**src/design/board_io_pkg.sv**
```systemverilog
// Board-side definitions for the player input front end
// Pad pin vector, keyboard row/column types, scan FSM states and defaults

`default_nettype none

package board_io_pkg;

	//----------------------------------------------------------------------
	// Physical pin types
	//----------------------------------------------------------------------

	// Active-low pad reading: fire B, fire A, up, down, left, right
	typedef logic [5:0] pad_pins_t;

	// Active-low membrane row drive and column reading
	typedef logic [7:0] key_row_t;
	typedef logic [6:0] key_col_t;

	typedef logic [2:0] row_idx_t;
	typedef logic [2:0] col_idx_t;

	// Bit positions inside pad_pins_t
	localparam int PAD_RIGHT  = 0;
	localparam int PAD_LEFT   = 1;
	localparam int PAD_DOWN   = 2;
	localparam int PAD_UP     = 3;
	localparam int PAD_FIRE_A = 4;
	localparam int PAD_FIRE_B = 5;

	//----------------------------------------------------------------------
	// Scan timing
	//----------------------------------------------------------------------

	typedef enum logic {SCAN_IDLE, SCAN_RUN} scan_state_t;

	// Clock cycles each keyboard row stays driven
	localparam int SCAN_DIV_DEFAULT = 16;
	localparam int DEBOUNCE_BITS_DEFAULT = 4;

endpackage

`default_nettype wire

```
**src/design/game_io_pkg.sv**
```systemverilog
// Game-side definitions for the player input front end
// Control and settings structs, decoded key vector and membrane key map

`default_nettype none

package game_io_pkg;

	// Active-high controls handed to the game core
	typedef struct packed {
		logic coin;
		logic start1;
		logic start2;
		logic fire_a;
		logic fire_b;
		logic up;
		logic down;
		logic left;
		logic right;
	} game_ctrl_t;

	// Toggled settings: button pattern overlay and scan doubler
	typedef struct packed {
		logic patterns;
		logic scandoubler;
	} settings_t;

	//----------------------------------------------------------------------
	// Decoded membrane functions
	//----------------------------------------------------------------------

	localparam int KEY_FN_BITS = 11;

	// Bits 8..0 line up with game_ctrl_t, settings keys on top
	typedef logic [KEY_FN_BITS-1:0] key_fn_t;

	localparam int KEY_RIGHT    = 0;
	localparam int KEY_LEFT     = 1;
	localparam int KEY_DOWN     = 2;
	localparam int KEY_UP       = 3;
	localparam int KEY_FIRE_B   = 4;
	localparam int KEY_FIRE_A   = 5;
	localparam int KEY_START2   = 6;
	localparam int KEY_START1   = 7;
	localparam int KEY_COIN     = 8;
	localparam int KEY_PATTERNS = 9;
	localparam int KEY_SCANDB   = 10;

	typedef struct packed {
		board_io_pkg::row_idx_t row;
		board_io_pkg::col_idx_t col;
	} key_pos_t;

	// Row and column of each key_fn_t bit, cursor keys 5 to 8 for directions
	localparam key_pos_t KEY_MAP [0:KEY_FN_BITS-1] = '{
		'{row: 3'd4, col: 3'd2},
		'{row: 3'd3, col: 3'd4},
		'{row: 3'd4, col: 3'd4},
		'{row: 3'd4, col: 3'd3},
		'{row: 3'd7, col: 3'd0},
		'{row: 3'd4, col: 3'd0},
		'{row: 3'd3, col: 3'd1},
		'{row: 3'd3, col: 3'd0},
		'{row: 3'd3, col: 3'd2},
		'{row: 3'd5, col: 3'd0},
		'{row: 3'd0, col: 3'd5}
	};

endpackage

`default_nettype wire

```
**src/design/scan_sequencer.sv**
```systemverilog
// Scan sequencer for the shared pad connector and the membrane keyboard
// Pad select toggle, row index counter and column sample strobe

`timescale 1ns/100ps
`default_nettype none

module scan_sequencer #(
	parameter int SCAN_DIV = 16
) (
	input  wire                    btn_patrons_s,
	input  wire                    reset_i,
	output logic                   joysel_o,
	output board_io_pkg::row_idx_t row_idx_o,
	output logic                   col_sample_o
);

	import board_io_pkg::*;

	localparam int DW = (SCAN_DIV > 1) ? $clog2(SCAN_DIV) : 1;
	localparam logic [DW-1:0] DWELL_LAST = DW'(SCAN_DIV - 1);

	scan_state_t   state;
	logic [DW-1:0] dwell;

	//----------------------------------------------------------------------
	// Sequencer FSM
	//----------------------------------------------------------------------

	always_ff @(posedge btn_patrons_s)
	begin
		if (reset_i)
		begin
			state        <= SCAN_IDLE;
			joysel_o     <= 1'b0;
			dwell        <= '0;
			row_idx_o    <= '0;
			col_sample_o <= 1'b0;
		end
		else
		begin
			case (state)
				SCAN_IDLE:
				begin
					// Start on row 0 right after reset
					state        <= SCAN_RUN;
					dwell        <= '0;
					row_idx_o    <= '0;
					col_sample_o <= 1'b0;
				end
				SCAN_RUN:
				begin
					joysel_o <= ~joysel_o;
					// Strobe lands on the last cycle of the dwell
					col_sample_o <= (dwell == DWELL_LAST - 1'b1);
					if (dwell == DWELL_LAST)
					begin
						dwell     <= '0;
						row_idx_o <= row_idx_o + 1'b1;
					end
					else
					begin
						dwell <= dwell + 1'b1;
					end
				end
				default:
				begin
					state <= SCAN_IDLE;
				end
			endcase
		end
	end

	a_no_sample_idle: assert property (@(posedge btn_patrons_s) disable iff (reset_i)
		(state == SCAN_IDLE) |-> !col_sample_o)
		else $error("column sample strobe while sequencer idle");

endmodule

`default_nettype wire

```
**src/design/pad_sampler.sv**
```systemverilog
// Pad sampler for two joypads sharing one connector
// Inverts the active-low pins and splits captures by select phase

`timescale 1ns/100ps
`default_nettype none

module pad_sampler (
	input  wire                     btn_patrons_s,
	input  wire                     reset_i,
	input  wire                     joysel_i,
	input  wire board_io_pkg::pad_pins_t joy_pins_i,
	output board_io_pkg::pad_pins_t pad_a_o,
	output board_io_pkg::pad_pins_t pad_b_o
);

	import board_io_pkg::*;

	pad_pins_t pins_active;

	// Pins idle high, pressed buttons read low
	assign pins_active = ~joy_pins_i;

	//----------------------------------------------------------------------
	// Per-pad capture
	//----------------------------------------------------------------------

	always_ff @(posedge btn_patrons_s)
	begin
		if (reset_i)
		begin
			pad_a_o <= '0;
			pad_b_o <= '0;
		end
		else
		begin
			// Select low means the connector shows pad A
			if (joysel_i)
			begin
				pad_b_o <= pins_active;
			end
			else
			begin
				pad_a_o <= pins_active;
			end
		end
	end

endmodule

`default_nettype wire

```
**src/design/membrane_decoder.sv**
```systemverilog
// Membrane keyboard decoder
// Row drive from the scan index and per-row column sampling into key_fn_t

`timescale 1ns/100ps
`default_nettype none

module membrane_decoder (
	input  wire                     btn_patrons_s,
	input  wire                     reset_i,
	input  wire board_io_pkg::row_idx_t row_idx_i,
	input  wire                     col_sample_i,
	input  wire board_io_pkg::key_col_t keyb_col_i,
	output board_io_pkg::key_row_t  keyb_row_o,
	output game_io_pkg::key_fn_t    key_fn_o
);

	import board_io_pkg::*;
	import game_io_pkg::*;

	//----------------------------------------------------------------------
	// Row drive
	//----------------------------------------------------------------------

	// Registered, so rows stay high until the first cycle out of reset,
	// which is the cycle the sequencer starts running
	always_ff @(posedge btn_patrons_s)
	begin
		if (reset_i)
		begin
			keyb_row_o <= '1;
		end
		else
		begin
			keyb_row_o <= ~(key_row_t'(1) << row_idx_i);
		end
	end

	//----------------------------------------------------------------------
	// Column sampling
	//----------------------------------------------------------------------

	always_ff @(posedge btn_patrons_s)
	begin
		if (reset_i)
		begin
			key_fn_o <= '0;
		end
		else if (col_sample_i)
		begin
			// Only keys on the current row are refreshed
			for (int i = 0; i < KEY_FN_BITS; i++)
			begin
				if (KEY_MAP[i].row == row_idx_i)
				begin
					key_fn_o[i] <= ~keyb_col_i[KEY_MAP[i].col];
				end
			end
		end
	end

	a_one_row_low: assert property (@(posedge btn_patrons_s) disable iff (reset_i)
		$onehot0(~keyb_row_o))
		else $error("more than one keyboard row driven low");

endmodule

`default_nettype wire

```
**src/design/debounce_bank.sv**
```systemverilog
// Debouncer for the two settings keys
// One saturating stability counter per bit

`timescale 1ns/100ps
`default_nettype none

module debounce_bank #(
	parameter int DEBOUNCE_BITS = 4
) (
	input  wire        btn_patrons_s,
	input  wire        reset_i,
	input  wire  [1:0] raw_i,
	output logic [1:0] clean_o
);

	logic [DEBOUNCE_BITS-1:0] cnt [2];

	//----------------------------------------------------------------------
	// Stability counters
	//----------------------------------------------------------------------

	always_ff @(posedge btn_patrons_s)
	begin
		if (reset_i)
		begin
			clean_o <= '0;
			for (int i = 0; i < 2; i++)
			begin
				cnt[i] <= '0;
			end
		end
		else
		begin
			for (int i = 0; i < 2; i++)
			begin
				if (raw_i[i] == clean_o[i])
				begin
					// Input back at the clean level, start over
					cnt[i] <= '0;
				end
				else if (cnt[i] == '1)
				begin
					clean_o[i] <= raw_i[i];
					cnt[i]     <= '0;
				end
				else
				begin
					cnt[i] <= cnt[i] + 1'b1;
				end
			end
		end
	end

endmodule

`default_nettype wire

```
**src/design/control_merge.sv**
```systemverilog
// Control merge for pads and membrane keys
// Registered game controls and the two toggled settings

`timescale 1ns/100ps
`default_nettype none

module control_merge (
	input  wire                      btn_patrons_s,
	input  wire                      reset_i,
	input  wire board_io_pkg::pad_pins_t pad_a_i,
	input  wire board_io_pkg::pad_pins_t pad_b_i,
	input  wire game_io_pkg::key_fn_t    key_fn_i,
	input  wire [1:0]                buttons_clean_i,
	output game_io_pkg::game_ctrl_t  game_ctrl_o,
	output game_io_pkg::settings_t   settings_o
);

	import board_io_pkg::*;
	import game_io_pkg::*;

	// bit 0 patterns, bit 1 scandoubler
	logic [1:0] clean_q;
	logic [1:0] rise;

	assign rise = buttons_clean_i & ~clean_q;

	//----------------------------------------------------------------------
	// Game controls
	//----------------------------------------------------------------------

	always_ff @(posedge btn_patrons_s)
	begin
		if (reset_i)
		begin
			game_ctrl_o <= '0;
		end
		else
		begin
			// Coin and starts only exist on the keyboard
			game_ctrl_o.coin   <= key_fn_i[KEY_COIN];
			game_ctrl_o.start1 <= key_fn_i[KEY_START1];
			game_ctrl_o.start2 <= key_fn_i[KEY_START2];
			game_ctrl_o.fire_a <= pad_a_i[PAD_FIRE_A] | pad_b_i[PAD_FIRE_A] | key_fn_i[KEY_FIRE_A];
			game_ctrl_o.fire_b <= pad_a_i[PAD_FIRE_B] | pad_b_i[PAD_FIRE_B] | key_fn_i[KEY_FIRE_B];
			game_ctrl_o.up     <= pad_a_i[PAD_UP] | pad_b_i[PAD_UP] | key_fn_i[KEY_UP];
			game_ctrl_o.down   <= pad_a_i[PAD_DOWN] | pad_b_i[PAD_DOWN] | key_fn_i[KEY_DOWN];
			game_ctrl_o.left   <= pad_a_i[PAD_LEFT] | pad_b_i[PAD_LEFT] | key_fn_i[KEY_LEFT];
			game_ctrl_o.right  <= pad_a_i[PAD_RIGHT] | pad_b_i[PAD_RIGHT] | key_fn_i[KEY_RIGHT];
		end
	end

	// Settings toggle once per press of the debounced key
	always_ff @(posedge btn_patrons_s)
	begin
		if (reset_i)
		begin
			clean_q    <= '0;
			settings_o <= '0;
		end
		else
		begin
			clean_q <= buttons_clean_i;
			if (rise[0])
				settings_o.patterns <= ~settings_o.patterns;
			if (rise[1])
				settings_o.scandoubler <= ~settings_o.scandoubler;
		end
	end

	a_patterns_edge: assert property (@(posedge btn_patrons_s) disable iff (reset_i)
		!$stable(settings_o.patterns) |->
			$past(buttons_clean_i[0]) && !$past(buttons_clean_i[0], 2))
		else $error("patterns changed without a key press");

	a_scandb_edge: assert property (@(posedge btn_patrons_s) disable iff (reset_i)
		!$stable(settings_o.scandoubler) |->
			$past(buttons_clean_i[1]) && !$past(buttons_clean_i[1], 2))
		else $error("scandoubler changed without a key press");

endmodule

`default_nettype wire

```
**src/design/arcade_input_top.sv**
```systemverilog
// Top level of the player input front end
// Scan sequencer, pad sampler, membrane decoder, debouncer and control merge

`timescale 1ns/100ps
`default_nettype none

module arcade_input_top #(
	parameter int SCAN_DIV      = board_io_pkg::SCAN_DIV_DEFAULT,
	parameter int DEBOUNCE_BITS = board_io_pkg::DEBOUNCE_BITS_DEFAULT
) (
	input  wire                      btn_patrons_s,
	input  wire                      reset_i,
	input  wire board_io_pkg::pad_pins_t joy_pins_i,
	output logic                     joysel_o,
	output board_io_pkg::key_row_t   keyb_row_o,
	input  wire board_io_pkg::key_col_t  keyb_col_i,
	output game_io_pkg::game_ctrl_t  game_ctrl_o,
	output game_io_pkg::settings_t   settings_o
);

	import board_io_pkg::*;
	import game_io_pkg::*;

	row_idx_t  row_idx;
	logic      col_sample;
	pad_pins_t pad_a;
	pad_pins_t pad_b;
	key_fn_t   key_fn;
	logic [1:0] buttons_clean;

	//----------------------------------------------------------------------
	// Scan timing
	//----------------------------------------------------------------------

	scan_sequencer #(.SCAN_DIV(SCAN_DIV)) u_scan_sequencer (
		.btn_patrons_s (btn_patrons_s),
		.reset_i       (reset_i),
		.joysel_o      (joysel_o),
		.row_idx_o     (row_idx),
		.col_sample_o  (col_sample)
	);

	//----------------------------------------------------------------------
	// Input sources
	//----------------------------------------------------------------------

	pad_sampler u_pad_sampler (
		.btn_patrons_s (btn_patrons_s),
		.reset_i       (reset_i),
		.joysel_i      (joysel_o),
		.joy_pins_i    (joy_pins_i),
		.pad_a_o       (pad_a),
		.pad_b_o       (pad_b)
	);

	membrane_decoder u_membrane_decoder (
		.btn_patrons_s (btn_patrons_s),
		.reset_i       (reset_i),
		.row_idx_i     (row_idx),
		.col_sample_i  (col_sample),
		.keyb_col_i    (keyb_col_i),
		.keyb_row_o    (keyb_row_o),
		.key_fn_o      (key_fn)
	);

	// Settings keys only
	debounce_bank #(.DEBOUNCE_BITS(DEBOUNCE_BITS)) u_debounce_bank (
		.btn_patrons_s (btn_patrons_s),
		.reset_i       (reset_i),
		.raw_i         (key_fn[KEY_SCANDB:KEY_PATTERNS]),
		.clean_o       (buttons_clean)
	);

	control_merge u_control_merge (
		.btn_patrons_s   (btn_patrons_s),
		.reset_i         (reset_i),
		.pad_a_i         (pad_a),
		.pad_b_i         (pad_b),
		.key_fn_i        (key_fn),
		.buttons_clean_i (buttons_clean),
		.game_ctrl_o     (game_ctrl_o),
		.settings_o      (settings_o)
	);

endmodule

`default_nettype wire

```
**config.mk**
```make
export PLATFORM = sky130hd
export DESIGN_NAME = arcade_input_top
export DESIGN_NICKNAME = d
export VERILOG_FILES = /design/src/design/board_io_pkg.sv /design/src/design/game_io_pkg.sv /design/src/design/scan_sequencer.sv /design/src/design/pad_sampler.sv /design/src/design/membrane_decoder.sv /design/src/design/debounce_bank.sv /design/src/design/control_merge.sv /design/src/design/arcade_input_top.sv
export SDC_FILE = /design/constraint.sdc
export NUM_CORES = 1
export LEC_CHECK = 0
export BUFFER_PORTS_ARGS = -buffer_cell sky130_fd_sc_hd__buf_2
export CORE_MARGIN = 5
export CORE_UTILIZATION = 35
export CTS_CLUSTER_SIZE = 10
export DETAILED_ROUTE_END_ITERATION = 10
export HOLD_SLACK_MARGIN = 0.02
export PLACE_DENSITY = 0.64
export SETUP_SLACK_MARGIN = 0.5
export SYNTH_ARGS = -nofsm -noshare
export SYNTH_HDL_FRONTEND = slang
export SYNTH_SLANG_ARGS = --single-unit
export TNS_END_PERCENT = 1
```
**constraint.sdc**
```tcl
create_clock -name btn_patrons_s -period 2.5 [get_ports btn_patrons_s]
set_clock_uncertainty 0.15 [all_clocks]
set_input_delay 0.5 -clock btn_patrons_s [delete_from_list [all_inputs] [get_ports btn_patrons_s]]
set_output_delay 0.5 -clock btn_patrons_s [all_outputs]
set_load 0.01 [all_outputs]
```
* Word-level counts from Yosys, hierarchy flattened
Memory sizes are Yosys's and may differ from the RTL's.
Index checks and enable logic that the tools add are counted.
** Storage, ports and cells
- Input bits :: 15
- Bits in registers :: 56
- Memories :: 1
- RAM bits :: 8
** Memory list
- u_debounce_bank.cnt :: words 2, bits a word 4, read ports 2, clocked after Yosys merged registers in 0, write ports 2, RTL line debounce_bank.sv:16 : logic [DEBOUNCE_BITS-1:0] cnt [2];
** Cells by class
- Reduce and logical (&&, ||, !) cells :: 8
- Add/subtract/negate cells :: 4
- Shifts and indexed selects :: 1
- Eq/ne operators :: 11
- Bitwise gates (word level) :: 34
- Muxes and demuxes :: 36
** Operator list (count)
- $mux 4 :: 7
- $mux 1 :: 25
- $or 1x1->1 :: 18
- $eq 4x4->1 const B :: 4
- $reduce_and 2->1 :: 7
- $add 4x1->4 const B :: 3
- $not 1->1 :: 12
- $eq 3x3->1 const A :: 3
- $not 8->8 :: 1
- $pmux 4 s2 :: 1
- $shl 1x3->8 const A :: 1
- $not 6->6 :: 1
- $pmux 3 s2 :: 1
- $add 3x1->3 const B :: 1
- $eq 2x3->1 const A :: 1
- $logic_not 3->1 :: 1
- $mux 3 :: 1
- $and 2x2->2 :: 1
- $eq 1x1->1 :: 2
- $ne 2x2->1 const B :: 1
- $not 2->2 :: 1
- $pmux 1 s2 :: 1

* Logic depth before layout (Yosys ltp)
Gate-level depths: netlist of run 1.
- Word-level depth :: 7
- Mapped depth :: 6

* Modules after synthesis
A second synthesis of run 1 with hierarchy kept.
** Unflattened totals
- Cell total of the unflattened synthesis :: 230
- Area, all modules :: 2503.7 um^2
** Modules (own cells, without submodules)
- membrane_decoder :: cells an instance 69, instances 1, seq. area each 380.4 um^2, area an instance 753.2 um^2
- pad_sampler :: cells an instance 45, instances 1, seq. area each 240.2 um^2, area an instance 486.7 um^2
- debounce_bank :: cells an instance 39, instances 1, seq. area each 280.3 um^2, area an instance 481.7 um^2
- control_merge :: cells an instance 39, instances 1, seq. area each 260.2 um^2, area an instance 404.1 um^2
- scan_sequencer :: cells an instance 38, instances 1, seq. area each 200.2 um^2, area an instance 377.9 um^2

* Worst setup path before layout of run 1
Ideal clock, no wire load.
- Path kind :: register to register
- From :: mem u_debounce_bank.cnt[0][0]
- To :: mem u_debounce_bank.cnt[0][2], data pin
- Data required time :: 2.212 ns
- Setup slack :: 0.951 ns
- Arrival time :: 1.261 ns
- Buffers on the path :: 0
- Stages on the path, launching flop included :: 5
- Cells stage by stage :: edfxtp_1 -> ha_1 -> and3_4 -> or3_4 -> nor2_1
** RTL lines (RTL line)
- start: declaration :: debounce_bank.sv:16

==> metrics.txt, run 1 <==
worst hold-check path type=input pin to flip-flop; ys flop type=sky130_fd_sc_hd__dfxtp_1; static leakage=about 1.1 nW; post-layout instance count excluding filler cells=approximately 350; number of buffers created by CTS=9; initial antenna violation count=0; effective utilization at floorplan=a little over a third; via count of the first global-routing pass=between 1000 and 1500; Reg2Reg Setup Slack=around 0.87 ns; minimum period implied by the final worst setup slack=~1.6 ns; count of flip-flops with a built-in enable after synthesis=8; cts hold-fix bufs=0; final HPWL from detailed placement=around 2800 µm; total I/O pin count=35; x dimension of the die=~91 µm; global-route wire length before repair=~6600 µm; antenna diode count=0; Pre-antenna DRT Iters=4; crit path buf inv count=0; area share of the largest cell type after synthesis=between 40% and 50%; CTS tree=yes; DP Worst Slack=0.864 ns; largest net degree at the start of global routing=28; global placement routability congestion=between 0.7 and 0.8; Fill cells=roughly 640; clk root buf=sky130_fd_sc_hd__clkbuf_8; cell total after placement=approximately 340; peak supply drop=0.394 mV; clock latency of the later-clocked register in the worst-skew pair=about 0.34 ns; synth warn=0; drt first-iter violations=53; GRT overflow=0; sequential area share after synthesis=just under 60%; RR Endpoint=u_debounce_bank.cnt[0][3]$_SDFFCE_PN0P_; number of H-tree levels=3; number of register bits inferred by synthesis=64; maximum frequency from static timing analysis=slightly above 0.6 GHz; number of cells on the worst reg-to-reg path=4; share of flip-flops with an asynchronous set or reset=0%; share of final-layout standard cells stronger than drive strength 1=19.5%; area of the multi-input gates=between 800 and 900 µm²; final layout net count=just under 300; relative area change from synthesis to final layout=17.7%; Total Routed Length=a little under 4000 µm; post-synthesis instance total=roughly 230; number of cells upsized or downsized after cts=0; path type of the worst setup path=flip-flop to flip-flop; startpoint of the worst-slack reg-to-reg timing path=u_debounce_bank.cnt[0][0]$_SDFFCE_PN0P_; highest net fanout along the worst path=4; most frequent cell after synthesis=sky130_fd_sc_hd__dfxtp_1; clock transition time at the flip-flop clock pins of the worst setup and hold paths=approximately 0.070 ns; final total power=between 1.5 and 2 mW; largest stage delay on the critical path=between 0.4 and 0.5 ns; final clock period utilization by the worst path=65.4%; Max Transition Viols Final=0; routed via count=1603; number of hold violations in the final report=0; count of buffers inserted at the top-level ports=33; worst setup margin=between 0.8 and 0.9 ns; end-of-flow core utilization=42.8%; Die Area=approximately 0.0084 mm²; number of violations of the max-capacitance limit=0; hold path depth=2; average wire per cell in the routed design=between 10 and 15 µm; most numerous cell types in the synthesized netlist=sky130_fd_sc_hd__dfxtp_1, sky130_fd_sc_hd__nor2_1, sky130_fd_sc_hd__a211oi_1; Power Dens Cells=between 700 and 800 mW/mm²; Setup Viol. Count Final=0; DRC Markers=0; core area=between 0.006 and 0.007 mm²; series of cell instances along the critical path=ha_1 -> and3_4 -> or3_4 -> nor2_1; ranking of synthesized cells by area=sky130_fd_sc_hd__dfxtp_1, sky130_fd_sc_hd__edfxtp_1, sky130_fd_sc_hd__nor2_1; total track usage=about a tenth; CP endpoint kind=flip-flop; crit path DAT=~1.7 ns; Post-Synthesis Cell Area=between 0.002 and 0.0025 mm²; CP Data Required Time=roughly 2.6 ns; unrepaired setup endpoints after global routing=no; deepest clock path buffer count=2; number of setup buffers added after CTS=0; hold endpoint=u_membrane_decoder.key_fn_o[3]$_SDFFE_PP0P_; Vias/cell=4.53; DIE HEIGHT=91.4 µm; Setup TNS Final=0 ns; outcome=finished, final reports clean; critical path startpoint category=flip-flop; critical path's slowest cell=sky130_fd_sc_hd__edfxtp_1; remaining number of nets flagged by the antenna check after routing=0; source of the worst hold timing path=keyb_col_i[3]; register area=~0.0014 mm²; Synth cell types=30; cell taking the most area after synthesis=sky130_fd_sc_hd__dfxtp_1; number of core rows=29; clk sinks=between 60 and 70; Avg Inst Size Synth=about 10 µm²; kind of cell adding the most delay to the critical path=simple AND/OR/NAND/NOR gates
through the flow:
step | cell area, µm² | hold WS [ns]
global route | 2730 | 0.182
detailed placement | 2570 | 0.301
finish | 2730 | 0.192
CTS | 2730 | 0.180
global placement | 2570 | 0.298
floorplan | 2350 | 0.289
sequential cells by signal, indices dropped and copies added, names as in the netlist, 3 cells and up:
signal	cells
u_pad_sampler.pad_a_o	6
u_scan_sequencer.dwell	4
u_debounce_bank.cnt	8
u_membrane_decoder.keyb_row_o	8
u_membrane_decoder.key_fn_o	11
u_control_merge.game_ctrl_o	9
u_pad_sampler.pad_b_o	6
u_scan_sequencer.row_idx_o	3
metal layers:
layer	wire, µm	up-vias	track usage [%]
met3	185	8	3.72
met1	1760	724	11.2
met5	0	-	0
met2	1880	28	16.0
met4	107	0	6.60
li1	-	843	-
cell families (layout without fill, tap and decap cells):
family                     Yosys count  after routing  synth area share [%]
adders and majority gates           10             10                  5.39
and+or+nand+nor                     93             93                  18.7
DFF                                 64             64                  58.7
other                                1              8                 0.162
xor gates and xnor gates            11             11                  4.15
muxes                                3              3                  1.29
buffers and inverters               18             59                  3.67
AOI/OAI and AO/OA                   29             29                  7.98
where the power goes:
part           switching [mW]  internal, mW  total, mW
Sequential             0.0172          1.08       1.09
Combinational          0.0640        0.0440      0.108
Clock                   0.384         0.358      0.743
worst max-delay path by stage:
stage,endpoint,depth (start not counted),from
finish,u_debounce_bank.cnt[0][3]$_SDFFCE_PN0P_,4,u_debounce_bank.cnt[0][0]$_SDFFCE_PN0P_
global route,u_membrane_decoder.key_fn_o[7]$_SDFFE_PP0P_,5,u_scan_sequencer.row_idx_o[1]$_SDFFE_PP0P_
CTS,u_debounce_bank.cnt[0][3]$_SDFFCE_PN0P_,4,u_debounce_bank.cnt[0][0]$_SDFFCE_PN0P_
detailed placement,u_debounce_bank.cnt[0][3]$_SDFFCE_PN0P_,4,u_debounce_bank.cnt[0][0]$_SDFFCE_PN0P_
global placement,u_debounce_bank.cnt[0][3]$_SDFFCE_PN0P_,4,u_debounce_bank.cnt[0][0]$_SDFFCE_PN0P_
floorplan,u_debounce_bank.cnt[0][2]$_SDFFCE_PN0P_,4,u_debounce_bank.cnt[0][0]$_SDFFCE_PN0P_
layout make-up:
class                   count  share of cell area (%)
clock buffers              11                    4.81
clock inverters             5                    1.19
inverters                   8                    1.10
multi-input cells         154                    32.9
flip-flops and latches     64                    49.8
well taps                  77                    3.53
repair buffers             35                    6.60
cells in the final DEF (no fill, tap or decap), types with 3 or more instances in the layout:
cell and count:
sky130_fd_sc_hd__conb_1 8, sky130_fd_sc_hd__ha_1 10, sky130_fd_sc_hd__nor2b_1 7, sky130_fd_sc_hd__mux2i_1 3
sky130_fd_sc_hd__dfxtp_1 56, sky130_fd_sc_hd__buf_2 33, sky130_fd_sc_hd__nand2_1 11, sky130_fd_sc_hd__nor2_1 53
sky130_fd_sc_hd__clkbuf_8 9, sky130_fd_sc_hd__a21oi_1 11, sky130_fd_sc_hd__nor3_1 7, sky130_fd_sc_hd__nand3_1 5
sky130_fd_sc_hd__edfxtp_1 8, sky130_fd_sc_hd__a211oi_1 14, sky130_fd_sc_hd__xnor2_1 9, sky130_fd_sc_hd__inv_1 8
Power figures use the tool's default switching activity.
==> run 2, diff against run 1 <==
ABC_AREA = 1   (was unset)
PLACE_DENSITY = 0.66   (was 0.64)
clock period = 1.45 ns   (was 2.5 ns; I/O delays follow)
==> metrics.txt, run 2 <==
outcome=finished, final reports clean (unchanged); DRC Markers=0 (unchanged); global-route wire length before repair=7590 µm (was 6560 µm); effective utilization at floorplan=35.4% (was 36.3%); global routing met3 resource utilization=4.02% (was 3.72%); total I/O pin count=35 (unchanged); clock latency of the later-clocked register in the worst-skew pair=0.34 ns (about the same); maximum frequency from static timing analysis=around 0.76 GHz; Vias/cell=4.47 (was 4.53); Post-Synthesis Cell Area=0.00236 mm² (was 0.00232 mm²); number of hold violations in the final report=0 (unchanged); end-of-flow core utilization=44.9% (was 42.8%); count of flip-flops with a built-in enable after synthesis=8 (unchanged); number of violations of the max-capacitance limit=0 (unchanged); total track usage=11.4% (was 10.1%); synth warn=0 (unchanged); average wire per cell in the routed design=10.7 µm (was 11.1 µm); critical path's slowest cell=sky130_fd_sc_hd__dfxtp_2 (was sky130_fd_sc_hd__edfxtp_1); minimum period implied by the final worst setup slack=between 1 and 1.5 ns; remaining number of nets flagged by the antenna check after routing=0 (unchanged); Pre-antenna DRT Iters=4 (unchanged); Total Routed Length=4450 µm (was 3930 µm); max FFs per register=11 (unchanged); final clock period utilization by the worst path=between 90 and 100%; clk root buf=sky130_fd_sc_hd__clkbuf_8 (unchanged); Die Area=0.00850 mm² (was 0.00836 mm²); antenna diode count=0 (unchanged); deepest clock path buffer count=2 (unchanged); busiest grt layer=met2 (unchanged); routed via count=1862 (was 1603); cell taking the most area after synthesis=sky130_fd_sc_hd__dfxtp_1 (unchanged); top flop regs=u_membrane_decoder.key_fn_o (11), u_control_merge.game_ctrl_o (9) (unchanged); unrepaired setup endpoints after global routing=yes (was no); met1 Use GR=13.4% (was 11.2%); global placement routability congestion=0.709 (was 0.783); Power Dens Cells=1160 mW/mm² (was 711 mW/mm²); share of final-layout standard cells stronger than drive strength 1=20.8% (was 19.5%); worst hold-check path type=input pin to flip-flop (unchanged); relative area change from synthesis to final layout=27.0% (was 17.7%); ys flop type=sky130_fd_sc_hd__dfxtp_1 (unchanged); final total power=3.49 mW (was 1.94 mW); x dimension of the die=92.2 µm (was 91.4 µm); critical path startpoint category=flip-flop (unchanged); highest net fanout along the worst path=2 (was 4); number of buffers created by CTS=9 (unchanged); CP endpoint kind=primary output (was flip-flop); CP Data Required Time=1.01 ns (was 2.55 ns); Synth cell types=18 (was 30); number of H-tree levels=3 (unchanged); post-synthesis instance total=276 (was 229); post-layout instance area=0.00300 mm² (was 0.00273 mm²); static leakage=1.33 nW (was 1.10 nW); final HPWL from detailed placement=3150 µm (was 2820 µm); Setup Viol. Count Final=0 (unchanged); DIE HEIGHT=92.2 µm (was 91.4 µm); series of cell instances along the critical path=buf_6 -> buf_6 (was ha_1 -> and3_4 -> or3_4 -> nor2_1); most repeated library cell on the critical path=sky130_fd_sc_hd__buf_6; largest reg by FF count=u_membrane_decoder.key_fn_o (unchanged); via count of the first global-routing pass=1743 (was 1484); final worst hold slack=0.0531 ns (was 0.192 ns); share of flip-flops with an asynchronous set or reset=0% (unchanged); Avg Inst Size Synth=8.56 µm² (was 10.1 µm²); most frequent cell after synthesis=sky130_fd_sc_hd__dfxtp_1 (unchanged); ranking of synthesized cells by area=sky130_fd_sc_hd__dfxtp_1, sky130_fd_sc_hd__edfxtp_1, sky130_fd_sc_hd__nor2_1 (unchanged); area share of the largest cell type after synthesis=47.4% (was 48.3%); most frequent standard cell in the layout excluding fill and tap cells=sky130_fd_sc_hd__dfxtp_1 (unchanged); met2 layer usage reported by global route=18.4% (was 16.0%); Setup TNS Final=0 ns (unchanged); crit path DAT=0.88 ns (was 1.68 ns); number of core rows=30 (was 29); most frequent cells in the layout=sky130_fd_sc_hd__dfxtp_1, sky130_fd_sc_hd__nor2_1, sky130_fd_sc_hd__nand2_1 (was sky130_fd_sc_hd__dfxtp_1, sky130_fd_sc_hd__nor2_1, sky130_fd_sc_hd__buf_2); Max Transition Viols Final=0 (unchanged); final layout net count=357 (was 297); total placed instance area=0.00271 mm² (was 0.00257 mm²); CTS tree=yes (unchanged); most numerous cell types in the synthesized netlist=sky130_fd_sc_hd__dfxtp_1, sky130_fd_sc_hd__nor2_1, sky130_fd_sc_hd__nand2_1 (was sky130_fd_sc_hd__dfxtp_1, sky130_fd_sc_hd__nor2_1, sky130_fd_sc_hd__a211oi_1); drt first-iter violations=70 (was 53); path type of the worst setup path=flip-flop to primary output (was flip-flop to flip-flop); number of register bits inferred by synthesis=64 (unchanged); core area=0.00668 mm² (was 0.00639 mm²); largest stage delay on the critical path=0.32 ns (was 0.42 ns); peak supply drop=0.614 mV (was 0.394 mV); GRT overflow=0 (unchanged); largest net degree at the start of global routing=26 (was 28); clk sinks=64 (unchanged); initial antenna violation count=0 (unchanged); count of buffers inserted at the top-level ports=33 (unchanged); sequential area share after synthesis=57.6% (was 58.7%); clock transition time at the flip-flop clock pins of the worst setup and hold paths=0.07 ns (about the same)
-- run 2: changes by cell type in the layout (fill, tap and decap cells not counted), sizes merged, moves of 12 or more --
cell    delta
nand2     +31
inv       +23
o21ai     +16
a21oi     +15
a211oi    -14
nand3     +12
-- run 2: cell type report --
cell class / instances / area [µm²]
fill: 685 / 3680
inverter: 32 / 120
clock inverter: 2 / 12.5
tap: 80 / 100
sequential: 64 / 1360
multi-input combinational: 180 / 940
clock buffer: 14 / 173
timing repair buffer: 45 / 293
-- run 2: worst paths after layout --
check / start / endpoint / slack (ns) / depth (start not counted)
max: u_scan_sequencer.joysel_o$_SDFFE_PP0P_ / joysel_o / 0.13 / 2
max reg2reg: u_scan_sequencer.row_idx_o[0]$_SDFFE_PP0P_ / u_membrane_decoder.key_fn_o[8]$_SDFFE_PP0P_ / 0.17 / 5
min reg2reg: u_membrane_decoder.key_fn_o[7]$_SDFFE_PP0P_ / u_control_merge.game_ctrl_o[7]$_SDFF_PP0_ / 0.29 / 2
min: keyb_col_i[5] / u_membrane_decoder.key_fn_o[10]$_SDFFE_PP0P_ / 0.05 / 4
-- run 2: through the flow --
step / setup slack (ns) / cells
2_1_floorplan: 0.262 / 283
3_3_place_gp: 0.106 / 393
3_5_place_dp: 0.0740 / 393
4_1_cts: 0.107 / 417
5_1_grt: 0.0728 / 417
6_report: 0.132 / 417
-- run 2: kinds of logic after synthesis --
group           count (synthesis)  share of synthesized area [%]
flops                          64                           57.6
xor+xnor                        3                           1.11
simple gates                  115                           19.7
other cells                     1                          0.159
compound gates                 44                           9.32
buf+inv                        39                           6.78
fa+ha+maj                      10                           5.29
-- run 2: per-layer routing --
| layer | wire [µm] | up-vias |
|---|---|---|
| li1 | - | 980 |
| met1 | 2080 | 842 |
| met2 | 2060 | 30 |
| met3 | 221 | 10 |
| met4 | 97 | 0 |
| met5 | 0 | - |
-- run 2: timing repair --
| action | in CTS | in global routing |
|---|---|---|
| setup endpoints to repair | 69 | 70 |
| gates resized for setup | 6 | 2 |
| setup buffers | 2 | 0 |
| hold buffers | 6 | 0 |
| endpoints found under the hold margin | 12 | 0 |
-- run 2: critical path, delay by kind of cell, from the launching register on --
kind,cells,cell delay (ns)
flip-flops,1,0.32
buffers and inverters,2,0.22
-- run 2: report_power, final --
part	internal, mW	switching [mW]
Sequential	1.85	0.0294
Clock	0.759	0.634
Combinational	0.0945	0.116
Total	2.71	0.779
==> run 3, diff against run 2 <==
CTS_BUF_LIST = sky130_fd_sc_hd__clkbuf_8   (was unset)
==> metrics.txt, run 3 (synthesis results as in run 2) <==
path type of the worst setup path=flip-flop to primary output (unchanged); routed via count=1867 (was 1862); global placement routability congestion=0.709 (unchanged); DRC Markers=0 (unchanged); Vias/cell=4.48 (was 4.47); GRT overflow=0 (unchanged); count of buffers inserted at the top-level ports=33 (unchanged); Setup TNS Final=0 ns (unchanged); crit path buf inv count=2 (unchanged); final HPWL from detailed placement=3150 µm (unchanged); total placed instance area=0.00271 mm² (unchanged); number of cells on the worst reg-to-reg path=5 (unchanged); share of final-layout standard cells stronger than drive strength 1=20.8% (unchanged); largest reg by FF count=u_membrane_decoder.key_fn_o (unchanged); outcome=finished, final reports clean (unchanged); top flop regs=u_membrane_decoder.key_fn_o (11), u_control_merge.game_ctrl_o (9) (unchanged); Pre-antenna DRT Iters=4 (unchanged); clock transition time at the flip-flop clock pins of the worst setup and hold paths=0.07 ns (about the same); critical path startpoint category=flip-flop (unchanged); final total power=3.47 mW (was 3.49 mW); number of violations of the max-capacitance limit=0 (unchanged); antenna diode count=0 (unchanged); core area=0.00668 mm² (unchanged); portion of total power attributed to the clock network=39.7% (was 40.0%); worst hold-check path type=input pin to flip-flop (unchanged); hold path depth=4 (unchanged); relative area change from synthesis to final layout=27.0% (unchanged); peak supply drop=0.612 mV (was 0.614 mV); remaining number of nets flagged by the antenna check after routing=0 (unchanged); post-layout instance count excluding filler cells=417 (unchanged); switching power as a share of total power=22.5% (was 22.4%); drt first-iter violations=67 (was 70); minimum period implied by the final worst setup slack=1.32 ns (about the same); final clock period utilization by the worst path=90.9% (about the same); sequential share of power=54.2% (was 54.0%); most frequent standard cell in the layout excluding fill and tap cells=sky130_fd_sc_hd__dfxtp_1 (unchanged); cell internal pwr=2.69 mW (was 2.71 mW); CTS tree=yes (unchanged); Met1 Routed Length=2060 µm (was 2080 µm); top layer reached by signal wires=met4 (unchanged); via count of the first global-routing pass=1745 (was 1743); number of buffers created by CTS=9 (unchanged); x dimension of the die=92.2 µm (unchanged); number of hold violations in the final report=0 (unchanged); average wire per cell in the routed design=10.7 µm (about the same); max FFs per register=11 (unchanged); cell total after placement=393 (unchanged); CP endpoint kind=primary output (unchanged); Routed met3 length=232 µm (was 221 µm); Max Transition Viols Final=0 (unchanged); Reg2Reg Setup Slack=0.17 ns (about the same); clk root buf=sky130_fd_sc_hd__clkbuf_8 (unchanged); most frequent cells in the layout=sky130_fd_sc_hd__dfxtp_1, sky130_fd_sc_hd__nor2_1, sky130_fd_sc_hd__nand2_1 (unchanged); maximum frequency from static timing analysis=0.759 GHz (about the same); Power Dens Cells=1160 mW/mm² (about the same); hold endpoint=u_membrane_decoder.key_fn_o[10]$_SDFFE_PP0P_ (unchanged); startpoint of the worst-slack reg-to-reg timing path=u_scan_sequencer.row_idx_o[0]$_SDFFE_PP0P_ (unchanged); post-layout instance area=0.00300 mm² (unchanged); effective utilization at floorplan=35.4% (unchanged); number of core rows=30 (unchanged); Total Routed Length=4440 µm (was 4450 µm); largest net degree at the start of global routing=26 (unchanged); initial antenna violation count=0 (unchanged); net load switching power=0.780 mW (was 0.779 mW); Setup Viol. Count Final=0 (unchanged); static leakage=1.34 nW (was 1.33 nW); crit path DAT=0.88 ns (about the same); RR Endpoint=u_membrane_decoder.key_fn_o[8]$_SDFFE_PP0P_ (unchanged); largest stage delay on the critical path=0.32 ns (about the same); clock latency of the later-clocked register in the worst-skew pair=0.34 ns (about the same); DIE HEIGHT=92.2 µm (unchanged); highest net fanout along the worst path=2 (unchanged); deepest clock path buffer count=2 (unchanged); Die Area=0.00850 mm² (unchanged); source of the worst hold timing path=keyb_col_i[5] (unchanged); series of cell instances along the critical path=buf_6 -> buf_6 (unchanged); most repeated library cell on the critical path=sky130_fd_sc_hd__buf_6 (unchanged); kind of cell adding the most delay to the critical path=flip-flops (unchanged); unrepaired setup endpoints after global routing=yes (unchanged); number of H-tree levels=3 (unchanged); met2 WL post-DR=2050 µm (was 2060 µm); global-route wire length before repair=7610 µm (was 7590 µm); total track usage=11.4% (about the same); total I/O pin count=35 (unchanged); critical path's slowest cell=sky130_fd_sc_hd__dfxtp_2 (unchanged); clk sinks=64 (unchanged); CP Data Required Time=1.01 ns (about the same); Fill cells=685 (unchanged); final layout net count=357 (unchanged); launching instance or port of the critical path=u_scan_sequencer.joysel_o$_SDFFE_PP0P_ (unchanged); combinational cell fraction of total power=6.0% (about the same)
==> run 3: worst max path at each step <==
stage | depth (start not counted) | to | slack [ns]
after global routing | 5 | u_membrane_decoder.key_fn_o[8]$_SDFFE_PP0P_ | 0.07
after CTS | 2 | joysel_o | 0.11
after floorplan | 4 | u_debounce_bank.cnt[0][0]$_SDFFCE_PN0P_ | 0.26
after detailed placement | 5 | u_membrane_decoder.key_fn_o[5]$_SDFFE_PP0P_ | 0.07
after global placement | 5 | u_membrane_decoder.key_fn_o[5]$_SDFFE_PP0P_ | 0.11
final | 2 | joysel_o | 0.13
==> run 3: area by class of cell <==
type | instances | area (µm²) | area share, %
Clock buffer | 12 | 165 | 5.50
Sequential cell | 64 | 1360 | 45.4
Multi-Input combinational cell | 180 | 940 | 31.3
Inverter | 32 | 120 | 4.00
Timing Repair Buffer | 45 | 293 | 9.75
Clock inverter | 4 | 20.0 | 0.667
Tap cell | 80 | 100 | 3.33
==> run 3: metrics by stage <==
step | util (%) | hold WS (ns) | setup slack (ns)
2_1_floorplan | - | 0.209 | 0.262
3_3_place_gp | 40.5 | 0.274 | 0.106
3_5_place_dp | 40.5 | 0.279 | 0.0740
4_1_cts | 44.7 | 0.0463 | 0.107
5_1_grt | 44.9 | 0.0499 | 0.0728
6_report | 44.9 | 0.0529 | 0.132
==> run 3: power groups by stage <==
| stage | registers, mW | logic (mW) | clock network (mW) |
|---|---|---|---|
| global route | 1.89 | 0.241 | 1.51 |
| finish | 1.88 | 0.210 | 1.38 |
| detailed placement | 1.92 | 0.186 | 0 |
| CTS | 1.88 | 0.211 | 1.43 |
| global placement | 1.92 | 0.183 | 0 |
| floorplan | 1.93 | 0.104 | 0 |
==> run 3: what timing repair did <==
item / 4_1_cts / 5_1_grt
endpoints found under the setup margin: 69 / 70
gates resized for setup: 6 / 2
buffers inserted: 2 / 0
hold endpoints to repair: 12 / 0
pin swaps: 0 / 0
hold buffers: 6 / 0
==> run 3: metal layers <==
metal | vias to the layer above | track usage (%)
li1 | 981 | -
met2 | 32 | 18.4
met3 | 10 | 4.02
met1 | 844 | 13.4
met5 | - | 0
met4 | 0 | 5.57
==> run 3: tightest hold or removal path, delay by kind of cell <==
kind	cells	cell delay, ns
and+or+nand+nor	3	0.13
buffers and inverters	1	0.08
